## src/common/zx_consts.svh

```systemverilog
`ifndef ZX_CONSTS_SVH
`define ZX_CONSTS_SVH

// io port map
`define ZX_PORT_FE       8'hFE
`define ZX_PORT_SYSCONF  16'h20AF

// opcode fetches from this high byte trap into dos
`define ZX_DOS_TRAP_HI   8'h3D

// fixed ram pages of the windows at 4000 and 8000
`define ZX_RAM_WIN1      8'd5
`define ZX_RAM_WIN2      8'd2

// rom page mapped at 0000 while vdos is active
`define ZX_VDOS_ROM_PAGE 8'd4

// interrupt period and pulse length, in fclk cycles
`define ZX_FRAME_LEN     200
`define ZX_INT_LEN       32

// flops in the z80 pin synchroniser
`define ZX_SYNC_STAGES   2

`endif

```

## src/common/zx_pkg.sv

```systemverilog
`default_nettype none

package zx_pkg;

	// z80 bus after the synchroniser, flags active high
	typedef struct packed {
		logic [15:0] addr;
		logic [7:0]  data;
		logic        iorq;
		logic        mreq;
		logic        rd;
		logic        wr;
		logic        m1;
	} z80_bus_t;

	// single-cycle access pulses
	typedef struct packed {
		logic io_wr;
		logic io_rd;
		logic mem_rd;
		logic m1_fetch;
		logic int_ack;
	} z80_strobe_t;

	// configuration registers written through io ports
	typedef struct packed {
		logic [2:0] border;
		logic       beep;
		logic [2:0] ram_page;
		logic       screen;
		logic       rom_sel;
		logic       lock;
		logic [1:0] turbo;
		logic       vdrive;
	} zx_regs_t;

	typedef enum logic [1:0] {
		ST_BASIC,
		ST_DOS,
		ST_VDOS
	} dos_state_t;

	typedef enum logic [2:0] {
		PORT_NONE,
		PORT_FE,
		PORT_7FFD,
		PORT_SYSCONF,
		PORT_FDC
	} port_sel_t;

endpackage

`default_nettype wire

```

## src/logic/zsignals.sv

```systemverilog
`default_nettype none

`include "zx_consts.svh"

module zsignals import zx_pkg::*; (
	input  logic        fclk,
	input  logic        arst_n,
	input  logic        iorq_n,
	input  logic        mreq_n,
	input  logic        rd_n,
	input  logic        wr_n,
	input  logic        m1_n,
	input  logic [15:0] a,
	input  logic [7:0]  d_in,
	output z80_bus_t    bus,
	output z80_strobe_t strobe
);

	z80_bus_t   raw;
	z80_bus_t   sync_q [`ZX_SYNC_STAGES];
	logic [4:0] cond;
	logic [4:0] cond_q;

	// pins inverted to active-high flags
	assign raw = '{addr: a, data: d_in, iorq: ~iorq_n, mreq: ~mreq_n,
		rd: ~rd_n, wr: ~wr_n, m1: ~m1_n};

	always_ff @(posedge fclk or negedge arst_n) begin
		if (!arst_n) begin
			for (int i = 0; i < `ZX_SYNC_STAGES; i++) begin
				sync_q[i] <= '0;
			end
		end else begin
			sync_q[0] <= raw;
			for (int i = 1; i < `ZX_SYNC_STAGES; i++) begin
				sync_q[i] <= sync_q[i-1];
			end
		end
	end

	assign bus = sync_q[`ZX_SYNC_STAGES-1];

	// same bit order as z80_strobe_t
	assign cond = {bus.iorq & bus.wr, bus.iorq & bus.rd, bus.mreq & bus.rd,
		bus.mreq & bus.m1, bus.iorq & bus.m1};

	always_ff @(posedge fclk or negedge arst_n) begin
		if (!arst_n) begin
			cond_q <= '0;
		end else begin
			cond_q <= cond;
		end
	end

	// rising edge of each condition
	assign strobe = z80_strobe_t'(cond & ~cond_q);

endmodule

`default_nettype wire

```

## src/ports/zports.sv

```systemverilog
`default_nettype none

`include "zx_consts.svh"

module zports import zx_pkg::*; (
	input  logic        fclk,
	input  logic        arst_n,
	input  z80_bus_t    bus,
	input  z80_strobe_t strobe,
	input  dos_state_t  dos_state,
	output zx_regs_t    regs,
	output logic [7:0]  d_out,
	output logic        d_oe,
	output logic        vdos_on
);

	port_sel_t sel;
	logic      io_access;
	logic      readable;
	logic      rd_active;

	////////////////////////////////////////
	// address decode
	////////////////////////////////////////

	always_comb begin
		sel = PORT_NONE;
		if (bus.addr[7:0] == `ZX_PORT_FE) begin
			sel = PORT_FE;
		end else if (bus.addr == `ZX_PORT_SYSCONF) begin
			sel = PORT_SYSCONF;
		end else if (!bus.addr[15] && !bus.addr[1]) begin
			// partial decode, as on the 128k machines
			sel = PORT_7FFD;
		end else if (bus.addr[7:0] inside {8'h1F, 8'h3F, 8'h5F, 8'h7F, 8'hFF}) begin
			sel = PORT_FDC;
		end
	end

	////////////////////////////////////////
	// configuration registers
	////////////////////////////////////////

	always_ff @(posedge fclk or negedge arst_n) begin
		if (!arst_n) begin
			regs <= '0;
		end else if (strobe.io_wr) begin
			case (sel)
				PORT_FE: begin
					regs.border <= bus.data[2:0];
					regs.beep   <= bus.data[4];
				end
				PORT_7FFD: begin
					// locked until reset
					if (!regs.lock) begin
						regs.ram_page <= bus.data[2:0];
						regs.screen   <= bus.data[3];
						regs.rom_sel  <= bus.data[4];
						regs.lock     <= bus.data[5];
					end
				end
				PORT_SYSCONF: begin
					regs.turbo  <= bus.data[1:0];
					regs.vdrive <= bus.data[7];
				end
				default: begin
				end
			endcase
		end
	end

	////////////////////////////////////////
	// readback and vdos trigger
	////////////////////////////////////////

	assign io_access = strobe.io_rd | strobe.io_wr;

	// only sysconf reads back
	assign readable  = (sel == PORT_SYSCONF);
	assign rd_active = bus.iorq & bus.rd & readable;

	always_ff @(posedge fclk or negedge arst_n) begin
		if (!arst_n) begin
			d_oe    <= 1'b0;
			d_out   <= 8'h00;
			vdos_on <= 1'b0;
		end else begin
			d_oe <= rd_active;
			if (rd_active) begin
				d_out <= {regs.vdrive, 5'b00000, regs.turbo};
			end
			// any fdc access from dos with a virtual drive enabled
			vdos_on <= io_access && (sel == PORT_FDC) &&
				(dos_state == ST_DOS) && regs.vdrive;
		end
	end

endmodule

`default_nettype wire

```

## src/memory/zpager.sv

```systemverilog
`default_nettype none

`include "zx_consts.svh"

module zpager import zx_pkg::*; (
	input  logic        fclk,
	input  logic        arst_n,
	input  z80_bus_t    bus,
	input  z80_strobe_t strobe,
	input  zx_regs_t    regs,
	input  dos_state_t  dos_state,
	output logic [7:0]  page,
	output logic        romnram,
	output logic        dos_on,
	output logic        dos_off
);

	logic [1:0] win;
	logic [7:0] page_next;
	logic       romnram_next;

	assign win = bus.addr[15:14];

	// window 0 is rom, the rest is ram
	always_comb begin
		romnram_next = 1'b0;
		case (win)
			2'd0: begin
				romnram_next = 1'b1;
				if (dos_state == ST_VDOS) begin
					page_next = `ZX_VDOS_ROM_PAGE;
				end else begin
					page_next = {6'b000000, dos_state == ST_DOS, regs.rom_sel};
				end
			end
			2'd1: page_next = `ZX_RAM_WIN1;
			2'd2: page_next = `ZX_RAM_WIN2;
			default: page_next = {5'b00000, regs.ram_page};
		endcase
	end

	always_ff @(posedge fclk or negedge arst_n) begin
		if (!arst_n) begin
			page    <= 8'h00;
			romnram <= 1'b1;
			dos_on  <= 1'b0;
			dos_off <= 1'b0;
		end else begin
			// hold mapping between memory cycles
			if (bus.mreq) begin
				page    <= page_next;
				romnram <= romnram_next;
			end
			dos_on  <= strobe.m1_fetch && (win == 2'd0) &&
				(bus.addr[15:8] == `ZX_DOS_TRAP_HI) && regs.rom_sel;
			// leaving rom ends dos
			dos_off <= strobe.m1_fetch && (win != 2'd0);
		end
	end

endmodule

`default_nettype wire

```

## src/memory/zdos.sv

```systemverilog
`default_nettype none

module zdos import zx_pkg::*; (
	input  logic       fclk,
	input  logic       arst_n,
	input  logic       dos_on,
	input  logic       dos_off,
	input  logic       vdos_on,
	output dos_state_t dos_state
);

	dos_state_t state_next;

	always_comb begin
		state_next = dos_state;
		case (dos_state)
			ST_BASIC: begin
				if (dos_on) begin
					state_next = ST_DOS;
				end
			end
			ST_DOS: begin
				// exit wins over the vdos request
				if (dos_off) begin
					state_next = ST_BASIC;
				end else if (vdos_on) begin
					state_next = ST_VDOS;
				end
			end
			ST_VDOS: begin
				if (dos_off) begin
					state_next = ST_BASIC;
				end
			end
			default: state_next = ST_BASIC;
		endcase
	end

	always_ff @(posedge fclk or negedge arst_n) begin
		if (!arst_n) begin
			dos_state <= ST_BASIC;
		end else begin
			dos_state <= state_next;
		end
	end

endmodule

`default_nettype wire

```

## src/logic/zint.sv

```systemverilog
`default_nettype none

`include "zx_consts.svh"

module zint import zx_pkg::*; (
	input  logic        fclk,
	input  logic        arst_n,
	input  z80_strobe_t strobe,
	output logic        int_n
);

	logic [$clog2(`ZX_FRAME_LEN)-1:0] frame_cnt;
	logic [$clog2(`ZX_INT_LEN)-1:0]   int_cnt;
	logic                             frame_end;
	logic                             int_end;

	assign frame_end = (int'(frame_cnt) == `ZX_FRAME_LEN - 1);
	assign int_end   = (int'(int_cnt) == `ZX_INT_LEN - 1);

	// frame counter, free running
	always_ff @(posedge fclk or negedge arst_n) begin
		if (!arst_n) begin
			frame_cnt <= '0;
		end else if (frame_end) begin
			frame_cnt <= '0;
		end else begin
			frame_cnt <= frame_cnt + 1'b1;
		end
	end

	// interrupt pulse and its length
	always_ff @(posedge fclk or negedge arst_n) begin
		if (!arst_n) begin
			int_n   <= 1'b1;
			int_cnt <= '0;
		end else if (frame_end) begin
			int_n   <= 1'b0;
			int_cnt <= '0;
		end else if (!int_n) begin
			// acknowledge cuts the pulse short
			if (int_end || strobe.int_ack) begin
				int_n <= 1'b1;
			end
			int_cnt <= int_cnt + 1'b1;
		end
	end

endmodule

`default_nettype wire

```

## src/logic/zx_top.sv

```systemverilog
`default_nettype none

module zx_top import zx_pkg::*; (
	input  logic        fclk,
	input  logic        arst_n,
	input  logic        iorq_n,
	input  logic        mreq_n,
	input  logic        rd_n,
	input  logic        wr_n,
	input  logic        m1_n,
	input  logic [15:0] a,
	input  logic [7:0]  d_in,
	output logic [7:0]  d_out,
	output logic        d_oe,
	output logic        int_n,
	output logic [7:0]  page,
	output logic        romnram,
	output zx_regs_t    regs
);

	z80_bus_t    bus;
	z80_strobe_t strobe;
	dos_state_t  dos_state;
	logic        vdos_on;
	logic        dos_on;
	logic        dos_off;

	////////////////////////////////////////
	// z80 bus front end
	////////////////////////////////////////

	zsignals zsignals (
		.fclk   (fclk),
		.arst_n (arst_n),
		.iorq_n (iorq_n),
		.mreq_n (mreq_n),
		.rd_n   (rd_n),
		.wr_n   (wr_n),
		.m1_n   (m1_n),
		.a      (a),
		.d_in   (d_in),
		.bus    (bus),
		.strobe (strobe)
	);

	zports zports (
		.fclk      (fclk),
		.arst_n    (arst_n),
		.bus       (bus),
		.strobe    (strobe),
		.dos_state (dos_state),
		.regs      (regs),
		.d_out     (d_out),
		.d_oe      (d_oe),
		.vdos_on   (vdos_on)
	);

	////////////////////////////////////////
	// memory map and rom switching
	////////////////////////////////////////

	zpager zpager (
		.fclk      (fclk),
		.arst_n    (arst_n),
		.bus       (bus),
		.strobe    (strobe),
		.regs      (regs),
		.dos_state (dos_state),
		.page      (page),
		.romnram   (romnram),
		.dos_on    (dos_on),
		.dos_off   (dos_off)
	);

	zdos zdos (
		.fclk      (fclk),
		.arst_n    (arst_n),
		.dos_on    (dos_on),
		.dos_off   (dos_off),
		.vdos_on   (vdos_on),
		.dos_state (dos_state)
	);

	// frame interrupt
	zint zint (
		.fclk   (fclk),
		.arst_n (arst_n),
		.strobe (strobe),
		.int_n  (int_n)
	);

endmodule

`default_nettype wire

```

## config.mk

```make
export PLATFORM = sky130hd
export DESIGN_NAME = zx_top
export DESIGN_NICKNAME = d
export VERILOG_FILES = /design/src/common/zx_pkg.sv /design/src/logic/zsignals.sv /design/src/ports/zports.sv /design/src/memory/zpager.sv /design/src/memory/zdos.sv /design/src/logic/zint.sv /design/src/logic/zx_top.sv
export VERILOG_INCLUDE_DIRS = /design/src /design/src/common
export SDC_FILE = /design/constraint.sdc
export NUM_CORES = 1
export LEC_CHECK = 0
export BUFFER_PORTS_ARGS = -buffer_cell sky130_fd_sc_hd__buf_2
export CAP_MARGIN = 20
export CORE_ASPECT_RATIO = 1.4
export CORE_UTILIZATION = 25
export CTS_CLUSTER_DIAMETER = 50
export DETAILED_ROUTE_END_ITERATION = 8
export GPL_TIMING_DRIVEN = 0
export SYNTH_ARGS = -nofsm -noshare
export SYNTH_HDL_FRONTEND = slang
export SYNTH_SLANG_ARGS = --single-unit
```

## constraint.sdc

```tcl
create_clock -name fclk -period 3 [get_ports fclk]
set_input_delay 0.6 -clock fclk [delete_from_list [all_inputs] [get_ports fclk]]
set_output_delay 0.6 -clock fclk [all_outputs]
set_load 0.05 [all_outputs]
```

==> run summary <==
Final Net Count -> 335
origin of the critical flop-to-flop path -> zint.frame_cnt[0]
total overflow reported by the global router -> 0
final RePlAce weighted congestion -> 0.717
maximum capacitance violations -> 0
final period demand of the worst path -> 1.80 ns
number of buffers inserted by hold repair at cts -> 0
number of cells produced by synthesis -> 229
static leakage -> 0.00206 uW
post-synthesis area per instance -> 15.0 sq um
type of the most critical hold path -> input port to asynchronous set/reset pin
count of flip-flops with a built-in enable after synthesis -> 0
fraction of the yosys area taken by sequential cells -> 72.8%
register-to-register path setup slack -> 1.20 ns
total wirelength of the detailed-routed design -> 5.81 mm
setup TNS -> 0 ns
total number of vias -> 1877
buffer and inverter count on the worst path -> 0
die outline height -> 141 um
number of vias per cell after detailed routing -> 3.85
Tightest Pin Transition -> 0.838 ns
Worst Path Class, Setup -> register to register
crit-path max FO -> 9
initial antenna violation count -> 0
DR iter-0 viols -> 98
maximum vdd drop -> 0.415 mV
Worst-path clk slew -> 0.06 ns
sequence of cells on the critical path -> ha_1 -> nand4_1 -> nor4_2 -> a211o_1 -> o211ai_1
Top-Level Pins -> 63
startpoint type of the worst setup path -> register
number of cells on the critical path -> 5
H-Tree Depth -> 3
die outline area -> 14200 sq um
unrepaired setup endpoints after global routing -> false
final routed wire length divided by cell count -> 11.9 um
share of synthesized registers carrying an async set or reset -> 100%
maximum clock insertion buffer count -> 2
number of gates resized after cts -> 0
CP Data Arrival Time -> 2.02 ns
DIE WIDTH -> 101 um
first-pass GRT wire length -> 10.1 mm
largest stage delay on the critical path -> 0.65 ns
worst-case clock skew -> 0.00441 ns
DRC viols -> 0
count of cells along the worst register-to-register path -> 5
Worst Path Required -> 3.21 ns
# fillers -> 1351
postcts setup bufs -> 0
outcome -> finished, final reports clean
most used flip-flop cell after synthesis -> dfrtp_1
layout cells sized above 1 -> 34.3%
slowest CP cell -> nor4_2
Overall Global Routing Usage -> 9.52%
highest clock frequency the design can meet -> 0.554 GHz
CTS Root Buffer Type -> clkbuf_16
FP Rows -> 50
area overhead of the layout relative to synthesis -> 25.2%
count of state elements after synthesis -> 100
number of nets with antenna violations after routing -> 0
final hold violation count -> 0
PnR Total Power -> 3090 uW
port bufs -> 51
antenna diode instance count -> 0
synthesized cell area -> 3440 sq um
count of yosys warnings during synthesis -> 0
Crit path max-delay family -> simple AND/OR/NAND/NOR gates
CTS tree -> yes
Pwr per Cell Area -> 718 nW/um^2
total clock buffers created by CTS -> 9
via count of the first global-routing pass -> 2014
capture point of the worst reg-to-reg path -> zint.frame_cnt[7]
drt pass-1 iters -> 4
Final period util -> 60.2%
clock latency at the later pin of the worst-skew pair -> 0.34 ns
Num Clock Sinks -> 100
remaining max-slew budget at the tightest pin -> 43.6%
HPWL Detailed -> 4.26 mm
pins over their slew limit -> 0
pin count of the biggest net entering global routing -> 71
# setup viols final -> 0
area of the core -> 13400 sq um
critical path endpoint category -> register
Starting Density -> 25.7%
number of distinct library cells after synthesis -> 42
## stage by stage
step	std cells	setup WS (ns)	cell area (sq um)	hold slack [ns]	util [%]
floorplan	238	1.47	3480	0.304	-
global placement	471	0.425	3960	0.334	29.6
detailed placement	472	1.20	3990	0.335	29.8
CTS	488	1.17	4310	0.199	32.2
global route	488	1.03	4310	0.216	32.2
finish	488	1.20	4310	0.196	32.2
## cell type report
type                            count  area, sq um  share of cell area, %
Buffer                             13         93.8                   2.18
Sequential cell                   100         2500                   58.1
Timing Repair Buffer               52          285                   6.62
Multi-Input combinational cell    113          832                   19.3
Clock inverter                      4         72.6                   1.68
Inverter                           12         45.0                   1.05
Clock buffer                       12          246                   5.72
Tap cell                          182          228                   5.29
## worst register-to-register path, stage by stage, from the launching register on
cell	delay, ns
dfrtp_1	0.36
ha_1	0.27
nand4_1	0.13
nor4_2	0.65
a211o_1	0.19
o211ai_1	0.08
## kinds of logic after synthesis
logic type	Yosys count	synth area share, %
other	1	0.109
DFF	100	72.8
AOI/OAI and AO/OA	15	2.84
buffers and inverters	25	4.03
xor gates and xnor gates	7	1.78
muxes	20	6.43
adders and majority gates	3	1.09
and+or+nand+nor	58	10.9
## registers in the layout, summed over array words and instances (netlist names), 2 cells and up
signal and flops:
zint.frame_cnt 8, zdos.dos_state 2, zsignals.sync_q 28, zsignals.bus 28, zports.regs 13, zsignals.cond_q 4, zpager.page 3, zint.int_cnt 5
zports.d_out 3
## placed cells by master (no fill, tap or decap), types with 3 or more instances in the layout
master / count
ha_1: 3
o21ai_0: 3
clkbuf_1: 4
buf_4: 11
inv_1: 12
a21oi_1: 4
nand4_1: 5
nand2_1: 6
nand3_1: 5
conb_1: 10
clkbuf_16: 9
and3_1: 4
nor3_1: 3
mux2i_1: 3
dfrtp_1: 98
mux2_2: 17
buf_2: 50
xor2_1: 4
and2_1: 3
nor2_1: 15
xnor2_1: 3
## how the worst max path moves through the flow
stage               slack (ns)         startpoint           endpoint
global placement          0.42             arst_n  zint.frame_cnt[4]
CTS                       1.17  zint.frame_cnt[0]  zint.frame_cnt[7]
finish                    1.20  zint.frame_cnt[0]  zint.frame_cnt[7]
floorplan                 1.47   zsignals.bus[28]    zports.d_out[0]
global route              1.03  zint.frame_cnt[0]  zint.frame_cnt[7]
detailed placement        1.20  zint.frame_cnt[0]  zint.frame_cnt[7]
## Yosys cell counts, types with 2 or more instances
library cell / instances / share of area [%]
dfrtp_1: 98 / 71
mux2_2: 17 / 5.6
nor2_1: 15 / 1.6
inv_1: 12 / 1.3
buf_4: 10 / 2.2
nand2_1: 6 / 0.65
nand3_1: 5 / 0.73
nand4_1: 5 / 0.91
a21oi_1: 4 / 0.58
and3_1: 4 / 0.73
xor2_1: 4 / 1.0
and2_1: 3 / 0.55
ha_1: 3 / 1.1
mux2i_1: 3 / 0.87
nor3_1: 3 / 0.44
o21ai_0: 3 / 0.44
xnor2_1: 3 / 0.76
clkbuf_1: 2 / 0.22
dfstp_2: 2 / 1.5
nor2_2: 2 / 0.36
nor2b_1: 2 / 0.36
nor4_4: 2 / 1.2
o211ai_1: 2 / 0.44
## routing by layer
metal / wire length [um] / share of wire, % / vias up / GRT usage, %
met4: 182 / 3.1 / 0 / 6.64
met5: 0 / 0 / - / 0
met1: 2290 / 39 / 931 / 11.0
met3: 161 / 2.8 / 11 / 1.64
met2: 3180 / 55 / 37 / 15.9
li1: - / - / 898 / -
## power breakdown
part	total (uW)	switching [uW]	internal (uW)
Sequential	1530	72.7	1460
Clock	1200	452	752
Combinational	363	249	114
(Power assumes the default switching activity.)
